--- config.mk ---
export PLATFORM = sky130hd
export DESIGN_NAME = axi_arbiter
export DESIGN_NICKNAME = d
export VERILOG_FILES = /design/src/rtl/axi_pkg.sv /design/src/rtl/axi_arbiter.sv
export SDC_FILE = /design/constraint.sdc
export NUM_CORES = 1
export LEC_CHECK = 0
export BUFFER_PORTS_ARGS = -buffer_cell sky130_fd_sc_hd__buf_2
export CAP_MARGIN = 20
export CORE_AREA = 2 2 237 239
export CTS_CLUSTER_DIAMETER = 200
export DETAILED_ROUTE_END_ITERATION = 12
export DIE_AREA = 0 0 239 241
export SETUP_SLACK_MARGIN = 0.05
export SYNTH_ARGS = -nofsm -noshare
export SYNTH_HDL_FRONTEND = slang
export SYNTH_SLANG_ARGS = --single-unit
--- constraint.sdc ---
create_clock -name clk -period 2.1 [get_ports clk]
set_clock_uncertainty 0.15 [all_clocks]
set_input_delay 0.42 -clock clk [delete_from_list [all_inputs] [get_ports clk]]
set_output_delay 0.42 -clock clk [all_outputs]
set_load 0.05 [all_outputs]
--- src/rtl/axi_pkg.sv ---
package axi_pkg;

   // ****************************************
   // Widths and memory geometry
   // ****************************************
   localparam int ADDR_W    = 32;
   localparam int DATA_W    = 64;
   localparam int STRB_W    = 8;                      // One strobe bit per byte
   localparam int MEM_WORDS = 256;                    // Depth in 64-bit words
   localparam int MEM_AW    = $clog2(MEM_WORDS);      // Word index width
   localparam logic [ADDR_W-1:0] MEM_BYTES = MEM_WORDS * 8;  // First byte out of range

   // AXI encodings
   typedef enum logic [1:0] {
      AXI_FIXED = 2'b00,
      AXI_INCR  = 2'b01,
      AXI_WRAP  = 2'b10
   } axi_burst_e;

   typedef enum logic [1:0] {
      AXI_OKAY   = 2'b00,
      AXI_SLVERR = 2'b10
   } axi_resp_e;

   // ****************************************
   // Channel payloads
   // ****************************************
   typedef struct packed {
      logic [ADDR_W-1:0] addr;
      logic [7:0]        len;                         // Beats minus one
      logic [2:0]        size;                        // Log2 of bytes per beat
      axi_burst_e        burst;
   } axi_ax_t;                                        // Shared by AR and AW

   typedef struct packed {
      logic [DATA_W-1:0] data;
      axi_resp_e         resp;
      logic              last;
   } axi_r_t;

   typedef struct packed {
      logic [DATA_W-1:0] data;
      logic [STRB_W-1:0] strb;
      logic              last;
   } axi_w_t;

   // Read channel ownership in the arbiter
   typedef enum logic [1:0] {ARB_IDLE, ARB_IFU, ARB_MEM} arb_state_e;

   // Port side requests and responses
   typedef enum logic {LSU_LOAD, LSU_STORE} lsu_op_e;

   typedef struct packed {
      lsu_op_e           op;
      logic [ADDR_W-1:0] addr;
      logic [DATA_W-1:0] wdata;
      logic [STRB_W-1:0] wstrb;
   } lsu_req_t;

   typedef struct packed {
      logic [DATA_W-1:0] rdata;
      logic              err;                         // Set on SLVERR
   } lsu_rsp_t;

   typedef struct packed {
      logic [ADDR_W-1:0] addr;
      logic [7:0]        len;
   } fetch_req_t;

endpackage

--- src/rtl/axi_arbiter.sv ---
module axi_arbiter (
   input  logic                clk,
   input  logic                rst,
   // Fetch port is read only
   input  logic                ifu_ar_valid,
   output logic                ifu_ar_ready,
   input  axi_pkg::axi_ax_t    ifu_ar,
   output logic                ifu_r_valid,
   input  logic                ifu_r_ready,
   output axi_pkg::axi_r_t     ifu_r,
   // Load/store port
   input  logic                mem_ar_valid,
   output logic                mem_ar_ready,
   input  axi_pkg::axi_ax_t    mem_ar,
   output logic                mem_r_valid,
   input  logic                mem_r_ready,
   output axi_pkg::axi_r_t     mem_r,
   input  logic                mem_aw_valid,
   output logic                mem_aw_ready,
   input  axi_pkg::axi_ax_t    mem_aw,
   input  logic                mem_w_valid,
   output logic                mem_w_ready,
   input  axi_pkg::axi_w_t     mem_w,
   output logic                mem_b_valid,
   input  logic                mem_b_ready,
   output axi_pkg::axi_resp_e  mem_b_resp,
   // Slave side
   output logic                s_ar_valid,
   input  logic                s_ar_ready,
   output axi_pkg::axi_ax_t    s_ar,
   input  logic                s_r_valid,
   output logic                s_r_ready,
   input  axi_pkg::axi_r_t     s_r,
   output logic                s_aw_valid,
   input  logic                s_aw_ready,
   output axi_pkg::axi_ax_t    s_aw,
   output logic                s_w_valid,
   input  logic                s_w_ready,
   output axi_pkg::axi_w_t     s_w,
   input  logic                s_b_valid,
   output logic                s_b_ready,
   input  axi_pkg::axi_resp_e  s_b_resp
);

   axi_pkg::arb_state_e state;
   logic                idle;
   logic                pick_ifu;                    // Fetch wins any tie

   // ****************************************
   // Read address granted only from idle
   // ****************************************
   assign idle     = (state == axi_pkg::ARB_IDLE);
   assign pick_ifu = ifu_ar_valid;

   assign s_ar_valid   = idle && (ifu_ar_valid || mem_ar_valid);
   assign s_ar         = pick_ifu ? ifu_ar : mem_ar;
   assign ifu_ar_ready = idle && pick_ifu && s_ar_ready;
   assign mem_ar_ready = idle && !pick_ifu && s_ar_ready;  // Loser sees ready low

   // Read data goes only to the owner
   assign ifu_r_valid = (state == axi_pkg::ARB_IFU) && s_r_valid;
   assign mem_r_valid = (state == axi_pkg::ARB_MEM) && s_r_valid;
   assign ifu_r       = s_r;
   assign mem_r       = s_r;

   always_comb begin
      case (state)
         axi_pkg::ARB_IFU: s_r_ready = ifu_r_ready;
         axi_pkg::ARB_MEM: s_r_ready = mem_r_ready;
         default:          s_r_ready = 1'b0;
      endcase
   end

   // Ownership taken on the AR transfer, dropped on the last beat
   always_ff @(posedge clk) begin
      if (rst) begin
         state <= axi_pkg::ARB_IDLE;
      end else if (idle) begin
         if (s_ar_valid && s_ar_ready)
            state <= pick_ifu ? axi_pkg::ARB_IFU : axi_pkg::ARB_MEM;
      end else if (s_r_valid && s_r_ready && s_r.last) begin
         state <= axi_pkg::ARB_IDLE;
      end
   end

   // ****************************************
   // Write side from the load/store port only
   // ****************************************
   assign s_aw_valid   = mem_aw_valid;
   assign s_aw         = mem_aw;
   assign mem_aw_ready = s_aw_ready;
   assign s_w_valid    = mem_w_valid;
   assign s_w          = mem_w;
   assign mem_w_ready  = s_w_ready;
   assign mem_b_valid  = s_b_valid;
   assign mem_b_resp   = s_b_resp;
   assign s_b_ready    = mem_b_ready;

   // Each slave beat reaches exactly one owner
   a_one_r_owner: assert property (@(posedge clk) disable iff (rst)
      s_r_valid |-> (ifu_r_valid ^ mem_r_valid));

   // No grant without an accepted address
   a_grant_after_accept: assert property (@(posedge clk) disable iff (rst)
      !idle |-> !s_ar_ready);

endmodule

==> key figures, run 1 <==
Power
  – Power per cell area: 378 nW/um^2
  – Leakage power: 0.000909 uW
  – Peak VDD IR: about 140 uV

STA
  – Final worst path period need: 1980 ps
  – Final hold vios: 0
  – Pins Over Slew Limit: 0
  – Crit share post-route: 94.5%
  – Relative slew margins: 81.0%
  – Endpoints failing setup: 0
  – Setup TNS Final: 0 ps
  – RSZ-0062 raised after global routing: false
  – Slew @ Worst Pin: 284 ps
  – Max Fclk: ~500 MHz
  – WHS: approximately 350 ps

Drt
  – Vias per inst: 1.73
  – Met3 routed WL: around 2.8 mm
  – WL met1: 1.57 mm
  – Top sig layer: met4
  – Final ANT Viol Nets: 0
  – DR WL/cell: 11.9 um
  – Initial drt markers: 43
  – Drt pass-1 iters: 4
  – Vias: 1614
  – Met2 wire len: roughly 4.7 mm
  – Final wirelength: 11.1 mm
  – Post-route DRC: 0

Worst setup path
  – Largest stage delay on the critical path: 390 ps
  – Worst path required time: 1530 ps
  – Data arrival time of the critical path: 1410 ps
  – Critical path buffer and inverter count: 3
  – CP Launch Type: primary input
  – Crit Path Max Fanout: 40
  – Crit end category: output pin
  – WS Path Type: in -> out
  – Crit path cell chain: buf_2, buf_12, mux2_2, buf_2
  – Slowest-stage cell, CP: mux2_2
  – CP delay by family, top: buffers and inverters
  – Crit path top cell by count: buf_2

Logic synthesis
  – Mux contribution to synthesized area: roughly 20%
  – Complex-gate fraction of the synthesized area: 0.510%
  – Post-synthesis adder-cell area fraction: 1.39%
  – Sequential share of the synthesized area: 1.48%
  – Synth cell types: 20
  – Mapped Area: ~2700 sq um
  – XOR/XNOR Fraction of Synth Area: 0%
  – Flops & latches, synth: 2
  – Synth Area in Simple Gates: 2.97%
  – Syn. warnings: 0
  – Mean Syn Cell Area: 8.06 sq um
  – Largest family of logic cells by synthesized area: buffers and inverters
  – Syn Nets: 629
  – Post-Syn Instances: 335

Floorplan
  – Cell Rows: 86
  – Total die area: 57600 sq um
  – # IOs: 602
  – Die W: 239 um
  – Starting Density: 4.92%
  – Die height: about 240 um
  – Core area: approximately 55000 sq um

Global routing
  – GR Overflow Total: 0
  – First-pass GRT wire length: about 13 mm
  – GR Util All Layers: 3.53%
  – Initial antenna violation count: 6
  – Largest net degree at the start of global routing: 41
  – Vias in the first global route: 1665

Placed design
  – Post-DP HPWL: ~9.4 mm
  – PortBufs: 151
  – Gpl congestion: 0.853

Finish
  – Fin nets: 521
  – Max reg flops: 2
  – Biggest register: state
  – Layout area overhead: -9.08%
  – Fill cells: approximately 6500
  – Largest registers: state x2
  – Share of cells above drive strength 1: between 80 and 90%
  – Reg area: 40.0 sq um
  – Multi-input gate area: ~660 sq um

Clocking
  – CTS buffer count: 3
  – CTS tree: built
  – Max H-tree Level: 1
  – Skew-Pair Late Insertion Delay: 220 ps
  – Resize count post-CTS: 0
  – Setup bufs post-CTS: 0
  – CTS Hold Bufs: 0
  – CTS root buffer: clkbuf_16
  – Clock slew at reported path FFs: 30 ps
  – Max clock buf depth: 2
  – Clk sink count: 2

Job
  – Max-cap viol count: 0

Run status
  – Status: completed

Worst hold path
  – HP Class: reg -> reg
area by class of cell:
cell class,count,share of cell area (%)
Tap cell,704,35.9
Timing Repair Buffer,153,31.9
Multi-Input combinational cell,65,26.9
Clock buffer,3,3.06
Sequential cell,2,1.63
Inverter,2,0.306
Antenna cell,3,0.306
layout by cell type, fill, tap and decap left out, types with 2 or more instances in the layout:
cell type  synthesis  final
nand2b_1           2      2
nor2b_1            2      2
mux2_2            44     44
buf_2              4    151
clkbuf_16          0      3
and2_1             2      2
ha_1               3      3
dfxtp_1            2      2
diode_2            0      3
inv_1              2      2
mux2i_1            2      2
routing by layer:
| layer | vias to the layer above | track usage (%) |
|---|---|---|
| li1 | 578 | - |
| met1 | 587 | 1.14 |
| met2 | 294 | 5.58 |
| met3 | 155 | 3.71 |
| met4 | 0 | 6.19 |
| met5 | - | 0 |
report_power, final:
group / switching (uW) / internal, uW / total (uW) / leakage (uW)
Combinational: 398 / 198 / 596 / 0.000856
Sequential: 2.48 / 41.5 / 44.0 / 0.0000164
Clock: 44.7 / 242 / 287 / 0.0000370
Total: 445 / 482 / 927 / 0.000909
per-stage QoR:
stage	cell area, sq um	power [uW]	setup WS [ps]	cells	util (%)
6_report	2450	927	116	932	4.47
5_1_grt	2450	966	64.5	930	4.46
4_1_cts	2450	939	86.5	929	4.46
3_5_place_dp	2370	645	86.5	926	4.32
3_3_place_gp	2370	643	84.9	926	4.32
2_1_floorplan	2700	1780	150	335	-
synth_stat cells:
cell      number  share of area [%]
ha_1           3                1.4
buf_2          4               0.74
nand2_1        1               0.14
nand4b_1       1               0.32
or3b_1         1               0.32
mux2_1         1               0.42
buf_4        260                 72
dfxtp_1        2                1.5
buf_6          2               0.83
mux2i_1        2               0.74
nor2b_1        2               0.46
a22oi_1        1               0.28
mux2_2        44                 18
inv_1          2               0.28
and3_1         1               0.23
o22ai_1        1               0.23
and2_1         2               0.46
nor2_1         2               0.28
nand3b_1       1               0.28
nand2b_1       2               0.46
tightest hold or removal path, cell delays in order (launching register included):
cell      delay [ps]
dfxtp_1          320
nand2b_1          70
mux2i_1           60
kinds of logic (layout without fill, tap and decap cells):
logic type / count (synthesis) / count (layout)
AOI/OAI and AO/OA: 2 / 2
adders and majority gates: 3 / 3
buffers and inverters: 268 / 158
DFF: 2 / 2
muxes: 47 / 47
other: 0 / 3
and+or+nand+nor: 13 / 13
path summary, 6_finish.rpt:
check / from / endpoint / slack, ps / cells after the start
worst max-delay path: ifu_ar_valid / s_ar[39] / 120 / 4
worst min-delay path: state[1] / state[1] / 350 / 2
worst max register to register: state[0] / state[0] / 550 / 5
worst min register to register: state[1] / state[1] / 350 / 2
No activity file was read; power rests on OpenSTA's default activity.
==> run 2: changes to the inputs <==
--- a/constraint.sdc
+++ b/constraint.sdc
@@ -4,2 +4,2 @@
 set_output_delay 0.42 -clock clk [all_outputs]
-set_load 0.05 [all_outputs]
+set_load 0.01 [all_outputs]
==> run 2 against run 1 <==
Effect of this change: via count decreased by 1.4%; sequential cell count unchanged; first-iteration DRC count decreased by 26%; highest routed layer unchanged.
==> key figures, run 2 (synthesis gave the netlist of run 1 again) <==
Run status
  – Status: completed

STA
  – Max Fclk: 525 MHz (+4.2%)
  – WHS: 350 ps (+2.60 ps)
  – Final hold vios: 0 (unchanged)
  – Crit share post-route: 90.7% (-3.8 points)
  – Pins Over Slew Limit: 0 (unchanged)
  – RSZ-0062 raised after global routing: false
  – Slew @ Worst Pin: 284 ps (-0.138 ps)
  – Endpoints failing setup: 0 (unchanged)
  – Final worst path period need: 1900 ps (-80.0 ps)
  – Setup TNS Final: 0 ps (unchanged)
  – Relative slew margins: 81.1% (about the same)

Finish
  – Commonest non-fill, non-tap cell in the layout: buf_2
  – Most frequent cells in the layout: buf_2 (151), mux2_2 (44), ha_1 (3), clkbuf_16 (3)
  – Largest registers: state x2
  – Layout area overhead: -9.45%
  – Fin nets: 520 (-0.19%)
  – Max reg flops: 2 (unchanged)
  – Biggest register: state
  – Fill cells: 6571 (+0.40%)
  – Share of cells above drive strength 1: 88.8% (-0.49 points)

Worst hold path
  – HP Class: reg -> reg

Clocking
  – CTS buffer count: 3 (unchanged)
  – Skew-Pair Late Insertion Delay: 220 ps (about the same)
  – CTS root buffer: clkbuf_16
  – Max H-tree Level: 1 (unchanged)
  – Clock slew at reported path FFs: 30 ps (about the same)
  – Max clock buf depth: 2 (unchanged)
  – Resize count post-CTS: 0 (unchanged)
  – CTS tree: built
  – Setup bufs post-CTS: 0 (unchanged)
  – CTS Hold Bufs: 0 (unchanged)
  – Clk sink count: 2 (unchanged)

Placed design
  – PortBufs: 151 (unchanged)
  – Gpl congestion: 0.830 (-2.7%)
  – Post-DP HPWL: 9.05 mm (-4.0%)

Drt
  – Final wirelength: 10.5 mm (-5.5%)
  – DR WL/cell: 11.3 um (-5.4%)
  – Vias per inst: 1.71 (-1.3%)
  – Final ANT Viol Nets: 0 (unchanged)
  – Vias: 1592 (-1.4%)
  – Drt pass-1 iters: 2 (-2)
  – Initial drt markers: 32 (-26%)
  – Post-route DRC: 0 (unchanged)

Power
  – Switching share of power: 29.7% (-18 points)
  – Clk pwr share: 41.6% (+11 points)
  – Combinational fraction of design power: 51.9% (-12 points)
  – Sw power: 203 uW (-54%)
  – Power Internal: 479 uW (-0.53%)
  – Peak VDD IR: 146 uV (+0.58%)
  – Leakage power: 0.000904 uW (-0.52%)
  – Power per cell area: 279 nW/um^2 (-26%)
  – Flop pwr share: 6.5% (+1.8 points)

Global routing
  – First-pass GRT wire length: 12.4 mm (-4.5%)
  – GR Util All Layers: 3.25% (-0.28 points)
  – Vias in the first global route: 1627 (-2.3%)
  – Initial antenna violation count: 8 (+2)
  – GR Overflow Total: 0 (unchanged)
  – Largest net degree at the start of global routing: 51 (+24%)

Floorplan
  – Cell Rows: 86 (unchanged)
  – Total die area: 57600 sq um (unchanged)
  – Die height: 241 um (unchanged)
  – Die W: 239 um (unchanged)
  – # IOs: 602 (unchanged)
  – Starting Density: 4.92% (unchanged)
  – Core area: 54900 sq um (unchanged)

Job
  – Max-cap viol count: 0 (unchanged)

Worst setup path
  – Crit end category: output pin
  – Data arrival time of the critical path: 1330 ps (-80 ps)
  – Worst path required time: 1530 ps (about the same)
  – WS Path Type: in -> out
  – Crit Path Max Fanout: 50 (+25%)
  – CP Launch Type: primary input
==> run 2: changes by cell type in the layout (fill, tap and decap cells not counted) <==
| cell | before | now |
|---|---|---|
| buf_4 | 1 | 0 |
| nor2_1 | 1 | 2 |
| nor2_2 | 1 | 0 |
==> run 2: layer usage <==
layer	vias up	global-route usage [%]	share of wire, %
met5	-	0	0
met4	0	5.63	17
met3	120	2.79	23
met2	308	5.40	46
met1	587	1.24	15
li1	577	-	-
==> run 2: metrics by stage <==
step                      instances  setup slack, ps  utilization [%]  area [sq um]  power [uW]
after floorplan                 335              336                -          2700         723
after global placement          925              197             4.30          2360         400
after detailed placement        925              184             4.30          2360         403
after CTS                       928              184             4.44          2440         693
after global routing            930              140             4.45          2440         720
final                           931              196             4.46          2440         682
==> run 2: critical path, cell delays in order <==
cell	delay, ps
buf_2	100
buf_12	250
mux2_2	380
buf_2	140
==> run 2: worst paths after layout <==
kind / startpoint / end / slack, ps / cells past startpoint
worst min register to register: state[0] / state[0] / 350 / 2
worst min-delay path: state[0] / state[0] / 350 / 2
worst max register to register: state[0] / state[0] / 530 / 5
worst max-delay path: ifu_ar_valid / s_ar[42] / 200 / 4
==> run 2: layout make-up <==
type / count / area (sq um) / area share (%)
antenna: 3 / 7.51 / 0.307
clock buffer: 3 / 75.1 / 3.07
inverter: 2 / 7.51 / 0.307
multi-input combinational: 65 / 658 / 26.9
sequential: 2 / 40.0 / 1.64
tap: 704 / 881 / 36.0
timing repair buffer: 152 / 776 / 31.7
==> run 2: power groups by stage <==
stage | combinational (uW) | clock (uW) | sequential [uW]
after global routing | 383 | 293 | 44.9
after floorplan | 679 | 0 | 43.8
after global placement | 356 | 0 | 44.5
after CTS | 360 | 289 | 44.3
after detailed placement | 358 | 0 | 44.6
final | 354 | 283 | 44.3
