--- config.mk ---
export PLATFORM = sky130hd
export DESIGN_NAME = lsu_axi_master
export DESIGN_NICKNAME = d
export VERILOG_FILES = /design/src/rtl/axi_pkg.sv /design/src/rtl/lsu_axi_master.sv
export SDC_FILE = /design/constraint.sdc
export NUM_CORES = 1
export LEC_CHECK = 0
export BUFFER_PORTS_ARGS = -buffer_cell sky130_fd_sc_hd__buf_2
export CELL_PAD_IN_SITES_DETAIL_PLACEMENT = 1
export CELL_PAD_IN_SITES_GLOBAL_PLACEMENT = 1
export CORE_ASPECT_RATIO = 0.6
export CORE_UTILIZATION = 29
export DETAILED_ROUTE_END_ITERATION = 10
export PLACE_DENSITY = 0.76
export SLEW_MARGIN = 20
export SYNTH_ARGS = -nofsm -noshare
export SYNTH_HDL_FRONTEND = slang
export SYNTH_SLANG_ARGS = --single-unit
--- constraint.sdc ---
create_clock -name clk -period 4 [get_ports clk]
set_clock_uncertainty 0.1 [all_clocks]
set_input_delay 0.2 -clock clk [delete_from_list [all_inputs] [get_ports clk]]
set_output_delay 0.2 -clock clk [all_outputs]
set_load 0.03 [all_outputs]
--- src/rtl/axi_pkg.sv ---
package axi_pkg;

   // ****************************************
   // Widths and memory geometry
   // ****************************************
   localparam int ADDR_W    = 32;
   localparam int DATA_W    = 64;
   localparam int STRB_W    = 8;                      // One strobe bit per byte
   localparam int MEM_WORDS = 256;                    // Depth in 64-bit words
   localparam int MEM_AW    = $clog2(MEM_WORDS);      // Word index width
   localparam logic [ADDR_W-1:0] MEM_BYTES = MEM_WORDS * 8;  // First byte out of range

   // AXI encodings
   typedef enum logic [1:0] {
      AXI_FIXED = 2'b00,
      AXI_INCR  = 2'b01,
      AXI_WRAP  = 2'b10
   } axi_burst_e;

   typedef enum logic [1:0] {
      AXI_OKAY   = 2'b00,
      AXI_SLVERR = 2'b10
   } axi_resp_e;

   // ****************************************
   // Channel payloads
   // ****************************************
   typedef struct packed {
      logic [ADDR_W-1:0] addr;
      logic [7:0]        len;                         // Beats minus one
      logic [2:0]        size;                        // Log2 of bytes per beat
      axi_burst_e        burst;
   } axi_ax_t;                                        // Shared by AR and AW

   typedef struct packed {
      logic [DATA_W-1:0] data;
      axi_resp_e         resp;
      logic              last;
   } axi_r_t;

   typedef struct packed {
      logic [DATA_W-1:0] data;
      logic [STRB_W-1:0] strb;
      logic              last;
   } axi_w_t;

   // Read channel ownership in the arbiter
   typedef enum logic [1:0] {ARB_IDLE, ARB_IFU, ARB_MEM} arb_state_e;

   // Port side requests and responses
   typedef enum logic {LSU_LOAD, LSU_STORE} lsu_op_e;

   typedef struct packed {
      lsu_op_e           op;
      logic [ADDR_W-1:0] addr;
      logic [DATA_W-1:0] wdata;
      logic [STRB_W-1:0] wstrb;
   } lsu_req_t;

   typedef struct packed {
      logic [DATA_W-1:0] rdata;
      logic              err;                         // Set on SLVERR
   } lsu_rsp_t;

   typedef struct packed {
      logic [ADDR_W-1:0] addr;
      logic [7:0]        len;
   } fetch_req_t;

endpackage

--- src/rtl/lsu_axi_master.sv ---
module lsu_axi_master (
   input  logic               clk,
   input  logic               rst,
   input  logic               lsu_req_valid,
   output logic               lsu_req_ready,
   input  axi_pkg::lsu_req_t  lsu_req,
   output logic               lsu_rsp_valid,
   output axi_pkg::lsu_rsp_t  lsu_rsp,
   output logic               ar_valid,
   input  logic               ar_ready,
   output axi_pkg::axi_ax_t   ar,
   input  logic               r_valid,
   output logic               r_ready,
   input  axi_pkg::axi_r_t    r,
   output logic               aw_valid,
   input  logic               aw_ready,
   output axi_pkg::axi_ax_t   aw,
   output logic               w_valid,
   input  logic               w_ready,
   output axi_pkg::axi_w_t    w,
   input  logic               b_valid,
   output logic               b_ready,
   input  axi_pkg::axi_resp_e b_resp
);

   typedef enum logic [2:0] {ST_IDLE, ST_AR, ST_R, ST_WR, ST_B} lsu_state_e;

   lsu_state_e        state;
   axi_pkg::lsu_req_t req_q;
   logic              aw_done;                        // AW already accepted
   logic              w_done;                         // W already accepted
   logic              aw_ok;
   logic              w_ok;
   logic              r_fire;
   logic              b_fire;

   // Single beat, same address word for AR and AW
   assign ar = '{addr: req_q.addr, len: 8'd0, size: 3'd3, burst: axi_pkg::AXI_INCR};
   assign aw = ar;
   assign w  = '{data: req_q.wdata, strb: req_q.wstrb, last: 1'b1};

   assign lsu_req_ready = (state == ST_IDLE);
   assign ar_valid      = (state == ST_AR);
   assign r_ready       = (state == ST_R);
   assign aw_valid      = (state == ST_WR) && !aw_done;
   assign w_valid       = (state == ST_WR) && !w_done;
   assign b_ready       = (state == ST_B);

   assign aw_ok  = aw_done || (aw_valid && aw_ready);  // Either order is fine
   assign w_ok   = w_done || (w_valid && w_ready);
   assign r_fire = r_valid && r_ready;
   assign b_fire = b_valid && b_ready;

   // ****************************************
   // Request FSM
   // ****************************************
   always_ff @(posedge clk) begin
      if (rst) begin
         state   <= ST_IDLE;
         aw_done <= 1'b0;
         w_done  <= 1'b0;
      end else begin
         case (state)
            ST_IDLE: begin
               if (lsu_req_valid) begin
                  case (lsu_req.op)
                     axi_pkg::LSU_STORE: state <= ST_WR;
                     default:            state <= ST_AR;
                  endcase
               end
            end
            ST_AR: if (ar_ready) state <= ST_R;
            ST_R:  if (r_fire) state <= ST_IDLE;
            ST_WR: begin
               if (aw_ok && w_ok) begin
                  state   <= ST_B;
                  aw_done <= 1'b0;
                  w_done  <= 1'b0;
               end else begin
                  aw_done <= aw_ok;
                  w_done  <= w_ok;
               end
            end
            ST_B:    if (b_fire) state <= ST_IDLE;
            default: state <= ST_IDLE;
         endcase
      end
   end

   always_ff @(posedge clk) begin
      if (lsu_req_valid && lsu_req_ready) req_q <= lsu_req;
   end

   // Response is a single pulse, one cycle after R or B
   always_ff @(posedge clk) begin
      if (rst) lsu_rsp_valid <= 1'b0;
      else     lsu_rsp_valid <= r_fire || b_fire;
   end

   always_ff @(posedge clk) begin
      if (r_fire) begin
         lsu_rsp.rdata <= r.data;
         lsu_rsp.err   <= (r.resp == axi_pkg::AXI_SLVERR);
      end else if (b_fire) begin
         lsu_rsp.rdata <= '0;                         // Stores return no data
         lsu_rsp.err   <= (b_resp == axi_pkg::AXI_SLVERR);
      end
   end

   // Slave and arbiter keep the single-beat read as one beat
   a_single_beat: assert property (@(posedge clk) disable iff (rst) r_fire |-> r.last);

endmodule

==> out/qor.txt, run 1 <==
Worst Reg-to-Reg Cells - 4
hpwl dp - 13700 um
P_leak - 0.00479 uW
Num CTS Buffers - 17
max-cap violations - 0
crit path to - lsu_rsp[32]
cell-internal power - 4210 uW
highest clock rate - 428 MHz
Starting Density - 0.300
full die area - 22700 um^2
H-Tree Depth - 4
Mapped Cells - 360
Port Buffers - 388
Final setup viols - 0
fin crit period - 2.34 ns
Worst Setup SP - state[1]
Core Region - 21300 um^2
Reg2Reg Setup Slack - 1.67 ns
Psw - 2450 uW
worst path required time - 4.18 ns
Slew @ Worst Pin - 0.676 ns
post-synthesis area per instance - 17.8 um^2
root buf cell - clkbuf_16
TNS Setup - 0 ns
DR pass1 iterations - 6
number of flops mapped to enable cells by yosys - 169
most frequent cells after synthesis - edfxtp_1 (169), and3_1 (64), buf_4 (61), clkbuf_1 (8), nor2_1 (8)
fin. max-slew vios - 0
Final period util - 0.584
Wirelength per Cell - 19.1 um
run status - finished, final reports clean
vias in the first global route - 5280
TritonCTS clock tree - done
share of cells above drive strength 1 - 0.476
vias per cell - 4.27
clock-pin slew on the worst setup and hold paths - 0.07 ns
fin worst setup slack - 1.67 ns
standard-cell rows - 41
first-pass GRT wire length - 31800 um
Worst Hold Class - input port to register
CTS Hold Bufs - 170
Ys Warns - 0
GRT Resource Usage Total - 0.192
crit path DAT - 2.52 ns
reg-to-reg startpoint - state[1]
Final Hold Fails - 0
top-count cell post-synth - edfxtp_1
Worst setup SP type - register
drt drc - 0
Setup CP Type - register to register
post-synth top area share - 0.792
P&R area growth vs syn - 66.8%
Comb power frac - 0.313
min-delay src - r[42]
die height - 117 um
crit path max fanout - 36
count of different cell masters after synthesis - 27
Sw Share - 0.368
Hold Slack - 0.0114 ns
Placer Congestion - 0.746
clock share of power - 0.284
via count - 5056
ys flop type - edfxtp_1
Die X - 194 um
DRT iter0 DRCs - 299
reg2reg end - lsu_rsp[32]
antenna violations before repair - 1
synth top area cells - edfxtp_1 (79%), buf_4 (7.1%), and3_1 (6.2%)
Post-CTS Setup Bufs - 0
I/O pin count - 417
Slew headroom - 0.549
clock sinks - 175
flops & latches, synth - 175
final WL - 22600 um
Worst VDD drop - 0.275 mV
RSZ-0062 raised after global routing - no
Power per Cell Area - 623 nW/um^2
Flop pwr share - 0.402
Async S/R FF share, synth - 0
dpl ws - 1.65 ns
Mapped Area - 6410 um^2
crit end category - register
pin count of the biggest net entering global routing - 67
Clock Latency Late Sink - 0.43 ns
filler cell count - 2243
Post-DRT Antenna Nets - 0
nets - 1074
sequential fraction of the synthesis area - 0.811
clock tree buffer depth - 2
post_cts resized - 0
grt total ovfl - 0
post-synth top area cell - edfxtp_1
state kept, by name (all words and copies together) (netlist names):
signal	cells
lsu_rsp_valid	1
state	3
lsu_rsp	65
w	72
aw_done	1
w_done	1
ar	32
critical path: stages (launching register included):
cell     delay [ns]
dfxtp_1        0.53
nor3b_4        0.61
buf_4          0.32
buf_4          0.35
and3_1         0.25
kinds of logic (layout without fill, tap and decap cells):
family	Yosys count	in the layout	share of synthesized area
other	2	28	0.00117
and+or+nand+nor	93	93	0.0877
AOI/OAI and AO/OA	7	7	0.00800
muxes	5	5	0.00781
buffers and inverters	78	598	0.0847
DFF	175	175	0.811
cells in the final DEF, fill, tap and decap left out, types with 2 or more instances in the layout:
cell / instances
a21oi_1: 2
and2_1: 2
and3_1: 64
buf_2: 388
buf_4: 5
bufinv_16: 5
clkbuf_16: 17
clkinv_2: 2
clkinv_4: 3
conb_1: 27
dfxtp_1: 6
dlygate4sd3_1: 170
edfxtp_1: 169
inv_1: 2
inv_6: 2
inv_8: 2
mux2i_1: 5
nand2_1: 6
nand3b_1: 3
nor2_1: 8
nor3_1: 3
metrics by stage:
| stage | total power [uW] | utilization | instances | instance area (um^2) |
|---|---|---|---|---|
| floorplan | 4110 | - | 385 | 6510 |
| global placement | 4610 | 0.390 | 982 | 8330 |
| detailed placement | 4660 | 0.390 | 982 | 8330 |
| CTS | 6680 | 0.501 | 1184 | 10700 |
| global route | 6910 | 0.501 | 1185 | 10700 |
| finish | 6660 | 0.501 | 1185 | 10700 |
routing by layer:
layer | track usage | vias up | share of wire
met5 | 0 | - | 0
met4 | 0.0698 | 0 | 0.017
met3 | 0.0570 | 30 | 0.057
met2 | 0.345 | 220 | 0.53
met1 | 0.221 | 2487 | 0.40
li1 | - | 2319 | -
power by group through the flow:
stage                     Combinational, uW  Clock, uW  Sequential [uW]
after floorplan                         731          0             3370
after global placement                 1930          0             2680
after detailed placement               1960          0             2710
after CTS                              2090       1920             2670
after global routing                   2200       1990             2720
final                                  2090       1890             2680
area by class of cell:
cell class | count | area [um^2] | share of cell area
diodes | 1 | 2.50 | 0.000234
clock inverters | 15 | 234 | 0.0219
inverters | 2 | 7.51 | 0.000702
clock buffers | 17 | 425 | 0.0398
well taps | 279 | 349 | 0.0326
flip-flops and latches | 175 | 5190 | 0.486
repair buffers | 564 | 3700 | 0.346
multi-input cells | 132 | 778 | 0.0728
how the worst min path moves through the flow:
| stage | end | cells after the start | slack, ns |
|---|---|---|---|
| 2_1_floorplan | aw_done | 1 | 0.18 |
| 3_3_place_gp | ar[36] | 1 | 0.28 |
| 3_5_place_dp | w[46] | 1 | 0.28 |
| 4_1_cts | lsu_rsp[40] | 2 | 0.002 |
| 5_1_grt | lsu_rsp[55] | 2 | 0.006 |
| 6_report | lsu_rsp[40] | 2 | 0.01 |
(Power assumes the default switching activity.)
==> inputs of run 2 (changes only) <==
CORE_AREA = 2 2 163 165   (was default)
CORE_ASPECT_RATIO = default   (was 0.6)
CORE_UTILIZATION = default   (was 29)
DIE_AREA = 0 0 165 167   (was default)
PLACE_DENSITY = 0.64   (was 0.76)
clock period = 2.2 ns   (was 4 ns; I/O delays follow)
==> run 2 against run 1 <==
Die area increased by 21%. Core utilization down 7.7 points. Critical endpoint is now r_ready. Routed wire length grew 1.7%. Setup slack got worse by 1.5 ns. Combinational power increased by 90%. Non-clock buffer count rose by 17. Largest power group unchanged. Design area increased by 2.2%. Global-route usage fell by 2.7 points. Critical path type is now register to output pin. Sequential cell count unchanged.
==> out/qor.txt, run 2 (same netlist as run 1, synthesis figures left out) <==
standard-cell rows - 59 (+44%)
Worst Hold Class - input port to register
full die area - 27600 um^2 (+21%)
most frequent cells in the layout - buf_2 (388), dlygate4sd3_1 (177), edfxtp_1 (169)
nets - 1091 (+1.6%)
Worst setup SP type - register
Die X - 165 um (-15%)
H-Tree Depth - 4 (unchanged)
first-pass GRT wire length - 33400 um (+5.1%)
Worst path max stage delay - 0.59 ns (-0.02 ns)
grt total ovfl - 0 (unchanged)
clock sinks - 175 (unchanged)
clock tree buffer depth - 2 (unchanged)
vias per cell - 4.06 (-4.9%)
Wirelength per Cell - 18.3 um (-4.2%)
drt drc - 0 (unchanged)
hpwl dp - 15900 um (+16%)
via count - 5107 (+1.0%)
DRT iter0 DRCs - 247 (-17%)
Final Hold Fails - 0 (unchanged)
die height - 167 um (+43%)
final WL - 23000 um (+1.7%)
fin. max-slew vios - 0 (unchanged)
Critical path buffers and inverters - 2 (unchanged)
crit path to - r_ready
Worst Reg-to-Reg Cells - 4 (unchanged)
Post-DRT Antenna Nets - 0 (unchanged)
Slowest-stage cell, CP - dfxtp_1
Crit path depth - 3 (-1)
Core Region - 25800 um^2 (+21%)
Power per Cell Area - 1090 nW/um^2 (+76%)
worst path required time - 1.99 ns (-2.19 ns)
GRT Resource Usage Total - 0.165 (-0.0269)
share of cells above drive strength 1 - 0.479 (+0.00315)
Post-CTS Setup Bufs - 0 (unchanged)
max FFs per register - 72 (unchanged)
P&R area growth vs syn - 70.5%
Post-DP Area - 8540 um^2 (+2.5%)
run status - finished, final reports clean
Worst VDD drop - 0.649 mV (+140%)
filler cell count - 2790 (+24%)
P_leak - 0.00487 uW (+1.5%)
Clock Latency Late Sink - 0.41 ns (-0.02 ns)
crit path DAT - 1.84 ns (-0.68 ns)
final instance area - 10900 um^2 (+2.2%)
antenna violations before repair - 1 (unchanged)
Util after Layout - 0.424 (-0.0770)
Port Buffers - 388 (unchanged)
Reg2Reg Setup Slack - 0.25 ns (-1.42 ns)
Worst Setup SP - state[1]
Placer Congestion - 0.807 (+8.2%)
Reg area - 5190 um^2 (unchanged)
pin count of the biggest net entering global routing - 67 (unchanged)
highest clock rate - 488 MHz
Slew headroom - 0.624 (+0.0752)
dpl cells - 1048 (+6.7%)
Final period util - 0.931
Final setup viols - 0 (unchanged)
vias in the first global route - 5534 (+4.8%)
leading cell type in the layout, fill and taps excluded - buf_2
clock-pin slew on the worst setup and hold paths - 0.07 ns (about the same)
RSZ-0062 raised after global routing - no
DR pass1 iterations - 5 (-1)
Num CTS Buffers - 17 (unchanged)
Crit path max-delay family - flip-flops
crit end category - output pin
fin crit period - 2.05 ns
reg-to-reg startpoint - state[0]
I/O pin count - 417 (unchanged)
Setup CP Type - register to output pin
CP Cell Sequence - nor3b_4, buf_12, buf_2
crit path max fanout - 66 (+83%)
Slew @ Worst Pin - 0.563 ns (-0.114 ns)
Starting Density - 0.249 (-0.0516)
reg2reg end - w_done
max-cap violations - 0 (unchanged)
root buf cell - clkbuf_16
worst hold stages - 3 (+1)
fin cells - 1258 (+6.2%)
TritonCTS clock tree - done
area of the multi-input gates - 790 um^2 (+1.4%)
## run 2: cell types whose count changed in the layout (fill, tap and decap cells not counted), sizes merged
cell         before  now
buf             394  404
bufinv            5    1
clkinv            5    6
dlygate4sd3     170  177
inv               6    9
## run 2: worst min path at each step
| stage | from | to | slack (ns) |
|---|---|---|---|
| 2_1_floorplan | rst | aw_done | 0.09 |
| 3_3_place_gp | lsu_req[18] | w[19] | 0.19 |
| 3_5_place_dp | lsu_req[59] | w[60] | 0.19 |
| 4_1_cts | ar_ready | state[2] | 0.01 |
| 5_1_grt | ar_ready | state[2] | 0.04 |
| 6_report | ar_ready | state[2] | 0.03 |
## run 2: routing by layer
| layer | share of wire | GRT usage | wire (um) |
|---|---|---|---|
| met1 | 0.36 | 0.178 | 8340 |
| met2 | 0.54 | 0.305 | 12400 |
| met3 | 0.072 | 0.0463 | 1660 |
| met4 | 0.026 | 0.0594 | 587 |
| met5 | 0 | 0 | 0 |
## run 2: layout make-up
cell class	count	share of cell area
clock inverter	15	0.0174
sequential	175	0.475
inverter	2	0.000687
antenna	1	0.000229
multi-input combinational	132	0.0723
timing repair buffer	581	0.357
tap	335	0.0384
clock buffer	17	0.0389
## run 2: metrics by stage
step                      hold WS, ns  TNS (ns)  setup WS [ns]  power [uW]
final                          0.0292         0          0.151       12000
after global routing           0.0436         0         0.0180       12500
after CTS                      0.0118         0          0.119       12100
after detailed placement        0.188         0          0.209        8670
after global placement          0.187         0          0.235        8610
after floorplan                0.0893     -5.29        -0.0814        7470
## run 2: repair_timing
item	in CTS	in global routing
endpoints found under the setup margin	0	0
gates resized for setup	0	0
hold endpoints to repair	175	0
hold buffers	177	0
## run 2: power by group
group	leakage (uW)	internal (uW)	total, uW	switching (uW)
Combinational	0.00295	1170	3980	2810
Sequential	0.00162	4560	4840	279
Clock	0.000297	1650	3130	1490
## run 2: tightest hold or removal path, delay by kind of cell
family	cells	cell delay, ns
muxes	1	0.14
AOI/OAI and AO/OA	1	0.15
buffers and inverters	1	0.09
