--- src/rtl/axi_pkg.sv ---
package axi_pkg;

   // ****************************************
   // Widths and memory geometry
   // ****************************************
   localparam int ADDR_W    = 32;
   localparam int DATA_W    = 64;
   localparam int STRB_W    = 8;                      // One strobe bit per byte
   localparam int MEM_WORDS = 256;                    // Depth in 64-bit words
   localparam int MEM_AW    = $clog2(MEM_WORDS);      // Word index width
   localparam logic [ADDR_W-1:0] MEM_BYTES = MEM_WORDS * 8;  // First byte out of range

   // AXI encodings
   typedef enum logic [1:0] {
      AXI_FIXED = 2'b00,
      AXI_INCR  = 2'b01,
      AXI_WRAP  = 2'b10
   } axi_burst_e;

   typedef enum logic [1:0] {
      AXI_OKAY   = 2'b00,
      AXI_SLVERR = 2'b10
   } axi_resp_e;

   // ****************************************
   // Channel payloads
   // ****************************************
   typedef struct packed {
      logic [ADDR_W-1:0] addr;
      logic [7:0]        len;                         // Beats minus one
      logic [2:0]        size;                        // Log2 of bytes per beat
      axi_burst_e        burst;
   } axi_ax_t;                                        // Shared by AR and AW

   typedef struct packed {
      logic [DATA_W-1:0] data;
      axi_resp_e         resp;
      logic              last;
   } axi_r_t;

   typedef struct packed {
      logic [DATA_W-1:0] data;
      logic [STRB_W-1:0] strb;
      logic              last;
   } axi_w_t;

   // Read channel ownership in the arbiter
   typedef enum logic [1:0] {ARB_IDLE, ARB_IFU, ARB_MEM} arb_state_e;

   // Port side requests and responses
   typedef enum logic {LSU_LOAD, LSU_STORE} lsu_op_e;

   typedef struct packed {
      lsu_op_e           op;
      logic [ADDR_W-1:0] addr;
      logic [DATA_W-1:0] wdata;
      logic [STRB_W-1:0] wstrb;
   } lsu_req_t;

   typedef struct packed {
      logic [DATA_W-1:0] rdata;
      logic              err;                         // Set on SLVERR
   } lsu_rsp_t;

   typedef struct packed {
      logic [ADDR_W-1:0] addr;
      logic [7:0]        len;
   } fetch_req_t;

endpackage

--- src/rtl/ifu_axi_master.sv ---
module ifu_axi_master (
   input  logic                clk,
   input  logic                rst,
   input  logic                fetch_req_valid,
   output logic                fetch_req_ready,
   input  axi_pkg::fetch_req_t fetch_req,
   output logic                fetch_data_valid,
   input  logic                fetch_data_ready,
   output axi_pkg::axi_r_t     fetch_data,
   output logic                ar_valid,
   input  logic                ar_ready,
   output axi_pkg::axi_ax_t    ar,
   input  logic                r_valid,
   output logic                r_ready,
   input  axi_pkg::axi_r_t     r
);

   typedef enum logic [1:0] {IFU_IDLE, IFU_ADDR, IFU_DATA} ifu_state_e;

   ifu_state_e       state;
   axi_pkg::axi_ax_t ar_q;                            // Burst request held for AR

   assign fetch_req_ready  = (state == IFU_IDLE);
   assign ar_valid         = (state == IFU_ADDR);    // Held until the AR transfer
   assign ar               = ar_q;

   // R beats go straight out, back-pressure goes straight back
   assign fetch_data_valid = (state == IFU_DATA) && r_valid;
   assign fetch_data       = r;
   assign r_ready          = (state == IFU_DATA) && fetch_data_ready;

   always_ff @(posedge clk) begin
      if (rst) begin
         state <= IFU_IDLE;
      end else begin
         case (state)
            IFU_IDLE: if (fetch_req_valid) state <= IFU_ADDR;
            IFU_ADDR: if (ar_ready) state <= IFU_DATA;
            IFU_DATA: if (r_valid && r_ready && r.last) state <= IFU_IDLE;  // Burst done
            default:  state <= IFU_IDLE;
         endcase
      end
   end

   // Full-width INCR burst, size 3 is eight bytes per beat
   always_ff @(posedge clk) begin
      if (fetch_req_valid && fetch_req_ready) begin
         ar_q.addr  <= fetch_req.addr;
         ar_q.len   <= fetch_req.len;
         ar_q.size  <= 3'd3;
         ar_q.burst <= axi_pkg::AXI_INCR;
      end
   end

   // Arbiter must never route R to this port while no burst is open
   a_no_r_when_idle: assert property (@(posedge clk) disable iff (rst)
      (state == IFU_IDLE) |-> !r_valid);

endmodule

--- config.mk ---
export PLATFORM = sky130hd
export DESIGN_NAME = ifu_axi_master
export DESIGN_NICKNAME = d
export VERILOG_FILES = /design/src/rtl/axi_pkg.sv /design/src/rtl/ifu_axi_master.sv
export SDC_FILE = /design/constraint.sdc
export NUM_CORES = 1
export LEC_CHECK = 0
export BUFFER_PORTS_ARGS = -buffer_cell sky130_fd_sc_hd__buf_2
export CORE_UTILIZATION = 23
export DETAILED_ROUTE_END_ITERATION = 10
export GPL_TIMING_DRIVEN = 1
export PLACE_DENSITY_LB_ADDON = 0.15
export SYNTH_ARGS = -nofsm -noshare
export SYNTH_HDL_FRONTEND = slang
export SYNTH_SLANG_ARGS = --single-unit
--- constraint.sdc ---
create_clock -name clk -period 2.2 [get_ports clk]
set_input_delay 0.55 -clock clk [delete_from_list [all_inputs] [get_ports clk]]
set_output_delay 0.55 -clock clk [all_outputs]
set_load 0.01 [all_outputs]
==> results.yml, run 1 <==
hold_path:
  worstHoldStart: "fetch_req[14]"
  hold_path.class: "primary input to register"
sta:
  finalCritPeriodShare_pct: 75.28
  final_max_slew_viol_count: 0
  finalSetupTns_ns: 0
  rsz0062_at_grt: "no"
  setup_viol: 0
  final-hold-violation-count: 0
  skew_ns: 0.005559
  fin_crit_ns: 1.656
  fmax_mhz: 603.8
critical_path:
  cp_slowest_cell: "dfxtp_1"
  r2r_start: "state[1]"
  required_ns: 1.65
  path_buf_inv: 1
  path_cells: "and3b_2 -> buf_2"
  path_delay_family: "flip-flops"
  crit_arrival_ns: 1.11
  cp_max_fo: 7
  cpPeakStageDelay_ns: 0.45
  setup.worst_path.start_class: "register"
  startpoint: "state[0]"
  endpoint_kind: "output pin"
  worstSetupPathType: "register to output pin"
global_route:
  grt-ovfl-total: 0
  antenna_found_initial: 0
  grt_pass1_wl_um: 5796
  grt_pass1_vias: 932
  grt_util_all_layers_pct: 9.617
  grt_max_degree: 31
placed_design:
  io_buffers: 91
  place_hpwl_um: 3673
  gp_congestion: 0.6569
  place_area_mm2: 0.001961
synthesis:
  synth-main-ff-cell: "edfxtp_1"
  ys_async_sr_fraction_pct: 0
  ys_warn_count: 0
  syn_area_mm2: 0.001886
  ys_types: 14
  syn_area_per_cell_um2: 14.73
  synth.area.top_cells: "edfxtp_1 (64%), buf_4 (29%), dfxtp_1 (2.1%)"
  yosys-top-cells-count: "buf_4 (72), edfxtp_1 (40)"
  yosysMostFrequentCell: "buf_4"
  synth_top_area_cell: "edfxtp_1"
  synth_cells: 128
  synth_top_area_share_pct: 63.70
  synth_edf_count: 40
  synth-seq-cells: 42
  synth-seq-area-share_pct: 65.83
final_layout:
  design_area_mm2: 0.002098
  drive_gt1_share_pct: 66.67
  seq_area_mm2: 0.001241
  multi_input_area_um2: 112.6
  nets: 271
  area_growth_pct: 11.28
  fillers: 826
  antenna_cells: 0
power:
  cellLeakagePower_nw: 0.9005
  intPower_mw: 1.479
  clkPwrFrac_pct: 38.8
  vdd_drop_max_mv: 0.1898
  p_sw_uw: 379.6
  power_frac_comb_pct: 9.5
  pwr_density_cell_mw_per_mm2: 885.6
  power_mw: 1.858
  p_seq_share_pct: 51.7
  switching_share_pct: 20.43
floorplan:
  initial_core_util_pct: 24.03
  rows: 32
  io_pins: 229
  die_area_mm2: 0.008565
  die_height_um: 92.55
  die_w_um: 92.55
  core_mm2: 0.007848
route:
  via_per_inst: 3.628
  postRouteAntennaNets: 0
  drt_wl_total_um: 4355
  wire_per_inst_um: 16.69
  via_count: 947
  drt_iter0_markers: 10
  drt-pass1-iter-count: 4
  drc: 0
clock_network:
  cts_resized: 0
  worstSkewPairLatency_ns: 0.29
  clk_pin_slew_ns: 0.08
  cts_setup_buffers: 0
  cts.sinks: 42
  clockBufferDepth: 2
  root_buffer: "clkbuf_8"
  htree_num_levels: 2
  cts_made_buffers: 5
  cts_hold_buf: 0
  tritoncts: "built"
job:
  max_cap_viol_count: 0
outcome:
  status: "finished clean"
state kept, by name, indices dropped and copies added (netlist names):
register,flops
ar,40
state,2
kinds of logic (layout without fill, tap and decap cells):
| kind of cell | after synthesis | in the layout | synth area share, % |
|---|---|---|---|
| buffers and inverters | 73 | 101 | 28.87 |
| flip-flops | 42 | 42 | 65.83 |
| AND/OR/NAND/NOR | 9 | 9 | 3.914 |
| other | 2 | 5 | 0.3983 |
| AO/OA/AOI/OAI | 2 | 2 | 0.9955 |
stage by stage:
stage               hold WS [ns]  cells  utilization, %  setup WS [ns]
finish                    0.4282    261           26.74         0.5438
global route              0.4082    261           26.74         0.4599
CTS                       0.4186    261           26.74         0.5231
detailed placement        0.5547    253           24.98         0.6162
global placement          0.5314    253           24.98         0.6536
floorplan                 0.5038    131               -         0.2115
worst register-to-register path: cells and delay by family (launching register included):
family / cells / cell delay, ns
buffers and inverters: 1 / 0.24
flip-flops: 1 / 0.37
AND/OR/NAND/NOR: 2 / 0.52
routing by layer:
layer  track usage (%)  up-vias  share of wire [%]
li1                  -      415                  -
met1             7.645      399                 27
met2             16.48      111                 51
met3             6.650       22                 18
met4             6.771        0                3.5
met5                 0        -                  0
layout by cell type, fill, tap and decap left out, drive strengths merged:
cell type / count
nor3b: 1
edfxtp: 40
dfxtp: 2
nor2b: 1
a32o: 1
nand2b: 2
and3b: 2
clkbuf: 5
buf: 92
inv: 1
nand3: 1
clkinv: 1
a211oi: 1
conb: 5
and2: 1
bufinv: 2
nor2: 1
path summary, 6_finish.rpt:
kind | cells past startpoint | slack (ns) | endpoint
worst max-delay path | 2 | 0.54 | fetch_data_valid
worst min-delay path | 1 | 0.43 | ar[19]
worst max register to register | 3 | 0.75 | ar[14]
worst min register to register | 1 | 0.56 | state[0]
layout make-up:
cell class              instances  share of cell area (%)
flip-flops and latches         42                   59.15
repair buffers                 92                   22.66
well taps                     102                   6.082
multi-input cells              16                   5.367
clock buffers                   5                   3.280
clock inverters                 3                   3.280
inverters                       1                  0.1789
power groups by stage:
| stage | logic (mW) | clock network [mW] | registers, mW |
|---|---|---|---|
| floorplan | 0.169 | 0 | 1.01 |
| global placement | 0.182 | 0 | 0.976 |
| detailed placement | 0.183 | 0 | 0.980 |
| CTS | 0.184 | 0.745 | 0.961 |
| global route | 0.194 | 0.777 | 0.966 |
| finish | 0.177 | 0.721 | 0.960 |
Power figures use the tool's default switching activity.
==> run 2, diff against run 1 <==
Settings changed: ABC_AREA from default to 1.
Clock period 2.2 ns to 1.5 ns, I/O delays scaled along.
==> run 2 against run 1 <==
Compared with the run above:
- largest power group unchanged
- sequential power grew 47%
- core utilization shrank 0.071 points
- clock power grew 23%
- critical path depth grew 3
- register-to-register slack lost 0.49 ns
- worst setup slack lost 0.50 ns
- power grew 38%
- count of clock-buffer cells in the layout grew 1
- largest cell class unchanged
- non-clock buffer count grew 1
- synthesized cell count grew 5.5%
- combinational power grew 51%
==> results.yml, run 2 <==
outcome:
  status: "finished clean"
job:
  max_cap_viol_count: 0
route:
  via_count: 1009
  wire_per_inst_um: 19.46
  drt_wl_total_um: 5236
  drt-pass1-iter-count: 3
  drc: 0
  drt_iter0_markers: 18
  postRouteAntennaNets: 0
  via_per_inst: 3.751
floorplan:
  die_area_mm2: 0.008514
  die_w_um: 92.27
  core_mm2: 0.007807
  die_height_um: 92.27
  initial_core_util_pct: 24.01
  rows: 32
  io_pins: 229
power:
  cellLeakagePower_nw: 0.8840
  pwr_density_cell_mw_per_mm2: 1231
  vdd_drop_max_mv: 0.3774
  power_mw: 2.564
critical_path:
  reg2reg_to: "ar[6]"
  endpoint_kind: "output pin"
  required_ns: 1.12
  r2r_cells: 4
  r2r_slack_ns: 0.26
  crit_arrival_ns: 1.08
  worstSetupPathType: "register to output pin"
  cp_max_fo: 3
  r2r_start: "state[1]"
  setup.worst_path.start_class: "register"
final_layout:
  layout_commonest_cell: "buf_2"
  fin_cells: 269
  design_area_mm2: 0.002082
  seq_area_mm2: 0.001244
  fillers: 811
  antenna_cells: 0
  largest_reg_flops: 40
  drive_gt1_share_pct: 66.47
  multi_input_area_um2: 87.58
  nets: 279
  final_cell_mix: "buf_2 (91), edfxtp_1 (40), conb_1 (5), clkbuf_8 (5)"
  area_growth_pct: 11.08
synthesis:
  syn_area_mm2: 0.001874
  ys_types: 12
  synth-main-ff-cell: "edfxtp_1"
  syn_area_per_cell_um2: 13.88
  ys_async_sr_fraction_pct: 0
  yosys-top-cells-count: "buf_4 (72), edfxtp_1 (40), inv_1 (6), nand2_1 (3), nor2_1 (3)"
  synth_edf_count: 40
  synth_cells: 135
  yosysMostFrequentCell: "buf_4"
  synth-seq-cells: 42
  synth_top_area_cell: "edfxtp_1"
  synth_top_area_share_pct: 64.09
  synth.area.top_cells: "edfxtp_1 (64%), buf_4 (29%), dfxtp_1 (2.1%)"
  synth-seq-area-share_pct: 66.22
  ys_warn_count: 0
sta:
  fmax_mhz: 684.9
  final-hold-violation-count: 0
  rsz0062_at_grt: "yes"
  final_max_slew_viol_count: 0
  timing.hold.ws_ns: 0.2499
  setup_viol: 0
  finalCritPeriodShare_pct: 97.33
  skew_ns: 0.004181
  fin_crit_ns: 1.460
clock_network:
  htree_num_levels: 2
  worstSkewPairLatency_ns: 0.29
  tritoncts: "built"
  clk_pin_slew_ns: 0.08
  root_buffer: "clkbuf_8"
  cts_made_buffers: 5
  clockBufferDepth: 2
  cts.sinks: 42
hold_path:
  holdPathEnd: "state[0]"
  worstHoldStart: "rst"
  hold_depth: 2
  hold_path.class: "primary input to register"
global_route:
  grt_util_all_layers_pct: 11.60
  grt_pass1_vias: 947
  grt_max_degree: 41
  grt_pass1_wl_um: 6851
  grt-ovfl-total: 0
  antenna_found_initial: 0
placed_design:
  place_area_mm2: 0.001958
  gp_congestion: 0.8190
  place_hpwl_um: 4438
  dpl.cell_count: 260
  io_buffers: 91
[run 2: cell count changes after synthesis, moves of 2 or more]
cell	change
nor2_1	+2
inv_1	+5
nor2_2	+2
nand2b_1	-2
and3b_2	-2
nand2_1	+3
[run 2: worst max-delay path by stage]
stage | startpoint | to | slack [ns] | depth (start not counted)
detailed placement | state[1] | ar[17] | 0.27 | 4
CTS | state[1] | fetch_data_valid | 0.007 | 5
floorplan | state[1] | ar[10] | 0.02 | 3
finish | state[1] | fetch_data_valid | 0.04 | 5
global route | state[1] | fetch_data_valid | -0.03 | 5
global placement | state[1] | ar[12] | 0.33 | 4
[run 2: cells by family after synthesis]
logic type	after synthesis	share of synthesized area, %
buf+inv	79	30.24
flops	42	66.22
simple gates	10	2.403
compound gates	2	0.7341
other cells	2	0.4007
[run 2: power breakdown]
part	internal [mW]	leakage [nW]	total, mW	switching [mW]
sequential	1.38	0.400	1.41	0.0227
clock	0.497	0.0514	0.890	0.393
combinational	0.115	0.433	0.267	0.152
total	2.00	0.884	2.56	0.567
[run 2: cell type report]
class,instances,area share [%]
flip-flops and latches,42,59.74
multi-input cells,17,4.207
repair buffers,93,23.20
clock buffers,6,3.486
well taps,102,6.130
clock inverters,2,1.803
inverters,7,1.442
[run 2: worst max-delay path: stages, from the launching register on]
cell     delay, ns
dfxtp_2       0.37
inv_2         0.06
nor2_4        0.11
inv_2         0.04
nor2_1        0.09
buf_2         0.13
[run 2: metrics by stage]
stage               worst slack (ns)  setup TNS (ns)  utilization (%)
CTS                         0.006874               0            26.51
finish                       0.04002               0            26.67
detailed placement            0.2724               0            25.08
floorplan                    0.02423               0                -
global placement              0.3254               0            25.08
global route                -0.03160        -0.05673            26.67
[run 2: layer usage]
| metal | GRT usage, % | share of wire, % | routed length, µm | up-vias |
|---|---|---|---|---|
| li1 | - | - | - | 427 |
| met1 | 7.521 | 23 | 1209 | 431 |
| met2 | 20.83 | 52 | 2711 | 144 |
| met3 | 13.18 | 24 | 1277 | 7 |
| met4 | 2.344 | 0.74 | 39 | 0 |
| met5 | 0 | 0 | 0 | - |
[run 2: repair_timing]
item                                    4_1_cts  5_1_grt
resized for setup                             1        3
endpoints found under the setup margin        2        2
setup buffers                                 0        1
pin swaps                                     0        3
hold buffers                                  0        0
==> run 3, diff against run 2 <==
Settings changed: CORE_AREA from default to 2 2 89 91, CORE_UTILIZATION 23 to default, DIE_AREA from default to 0 0 91 93.
Clock period 1.5 ns to 1.2 ns, I/O delays scaled along.
==> run 3 against run 2 <==
Compared with the run above:
- the flow now finishes with violations (setup timing)
- critical path depth stayed put
- clock power is 2% lower
- sequential share of layout area is 2.5 points lower
==> results.yml, run 3 (synthesis results as in run 2) <==
final_layout:
  multi_input_area_um2: 102.6
  area_growth_pct: 16.09
  fillers: 802
  design_area_mm2: 0.002176
  final_cell_mix: "buf_2 (89), edfxtp_1 (40), conb_1 (5), clkbuf_8 (5)"
  antenna_cells: 0
  drive_gt1_share_pct: 67.44
  nets: 284
  fin_cells: 274
  largest_reg_flops: 40
  seq_area_mm2: 0.001246
  layout_commonest_cell: "buf_2"
floorplan:
  rows: 32
  core_mm2: 0.007527
  initial_core_util_pct: 24.90
  die_height_um: 93
  io_pins: 229
  die_w_um: 91
  die_area_mm2: 0.008463
global_route:
  gr-usage-met2_pct: 16.67
  grt_max_degree: 25
  grt_pass1_wl_um: 6492
  grt_util_met1_pct: 9.147
  antenna_found_initial: 0
  grt_pass1_vias: 1081
  grt_busiest_layer: "met2"
  grt_util_all_layers_pct: 10.53
  grt-ovfl-total: 0
  grt_util_met3_pct: 8.703
placed_design:
  place_area_mm2: 0.001987
  gp_congestion: 0.6664
  io_buffers: 91
  place_hpwl_um: 3992
  dpl.cell_count: 261
  preCtsSetupSlack_ns: 0.05842
sta:
  rsz0062_at_grt: "yes"
  finalSetupTns_ns: -5.446
  finalCritPeriodShare_pct: 111.9
  fin_crit_ns: 1.343
  skew_ns: 0.004795
  final-hold-violation-count: 0
  fmax_mhz: 744.8
  setup_viol: 44
  final_max_slew_viol_count: 0
  fin_ws_ns: -0.1427
job:
  max_cap_viol_count: 0
critical_path:
  path_delay_family: "buffers and inverters"
  cpPeakStageDelay_ns: 0.37
  crit_arrival_ns: 1.35
  endpoint_kind: "register"
  worstSetupPathType: "register to register"
  path_cells: "buf_4 -> nor2_4 -> nand2_4 -> clkinvlp_4 -> clkbuf_16"
  path_buf_inv: 3
  r2r_slack_ns: -0.14
  cp_max_fo: 12
  required_ns: 1.21
  r2r_start: "state[0]"
  r2r_cells: 5
  worst-path-stages: 5
  cp_slowest_cell: "dfxtp_4"
  startpoint: "state[0]"
  setup.worst_path.start_class: "register"
route:
  postRouteAntennaNets: 0
  via_per_inst: 3.777
  drt_wl_total_um: 4913
  drt_iter0_markers: 33
  wire_per_inst_um: 17.93
  drc: 0
  drt-pass1-iter-count: 2
  via_count: 1035
power:
  pwr_density_cell_mw_per_mm2: 1398
  power_frac_comb_pct: 13.5
  p_sw_uw: 712.3
  cellLeakagePower_nw: 0.9284
  clkPwrFrac_pct: 28.7
  p_seq_share_pct: 57.8
  intPower_mw: 2.330
  vdd_drop_max_mv: 0.3994
  switching_share_pct: 23.41
hold_path:
  worstHoldStart: "rst"
  hold_path.class: "primary input to register"
  hold_depth: 2
clock_network:
  htree_num_levels: 2
  clk_pin_slew_ns: 0.08
  cts.sinks: 42
  cts_made_buffers: 5
  clockBufferDepth: 2
  root_buffer: "clkbuf_8"
  worstSkewPairLatency_ns: 0.29
  tritoncts: "built"
  cts_hold_buf: 0
outcome:
  status: "finished with violations"
  violations: "setup timing"
-- run 3: cell count changes in the layout (fill, tap and decap cells not counted), sizes merged --
cell	delta
clkinv	+2
bufinv	-1
clkbuf	+1
buf	+3
-- run 3: layout make-up --
cell class                      instances  area share (%)
Clock buffer                            5           3.163
Clock inverter                          3          0.7476
Tap cell                              102           5.865
Sequential cell                        42           57.27
Multi-Input combinational cell         17           4.715
Inverter                                7           1.380
Timing Repair Buffer                   98           26.85
-- run 3: routing by layer --
layer | vias up | wire length (µm)
li1 | 440 | -
met1 | 451 | 1446
met2 | 119 | 2399
met3 | 23 | 877
met4 | 2 | 148
met5 | - | 41
-- run 3: worst paths after layout --
path	endpoint
max	ar[8]
max reg2reg	ar[8]
min reg2reg	state[1]
min	state[0]
-- run 3: stage by stage --
step / util, % / hold WS (ns) / power, mW
3_5_place_dp: 26.40 / 0.4770 / 2.148
5_1_grt: 28.91 / 0.1607 / 3.198
2_1_floorplan: - / 0.3533 / 2.164
3_3_place_gp: 26.40 / 0.4769 / 2.141
4_1_cts: 28.08 / 0.1654 / 3.073
6_report: 28.91 / 0.1782 / 3.042
-- run 3: worst reg2reg max path: stages, from the launching register on --
cell and delay, ns:
dfxtp_4 0.37, buf_4 0.14, nor2_4 0.12, nand2_4 0.07, clkinvlp_4 0.16, clkbuf_16 0.20
-- run 3: what timing repair did --
action / 4_1_cts / 5_1_grt
buffers inserted: 2 / 1
cloned: 0 / 2
gates resized for setup: 7 / 1
endpoints found under the setup margin: 4 / 44
pin swaps: 2 / 0
-- run 3: power by group through the flow --
stage | logic (mW) | clock network, mW | registers [mW]
5_1_grt | 0.443 | 0.984 | 1.77
3_5_place_dp | 0.353 | 0 | 1.80
2_1_floorplan | 0.315 | 0 | 1.85
3_3_place_gp | 0.348 | 0 | 1.79
4_1_cts | 0.379 | 0.933 | 1.76
6_report | 0.410 | 0.874 | 1.76
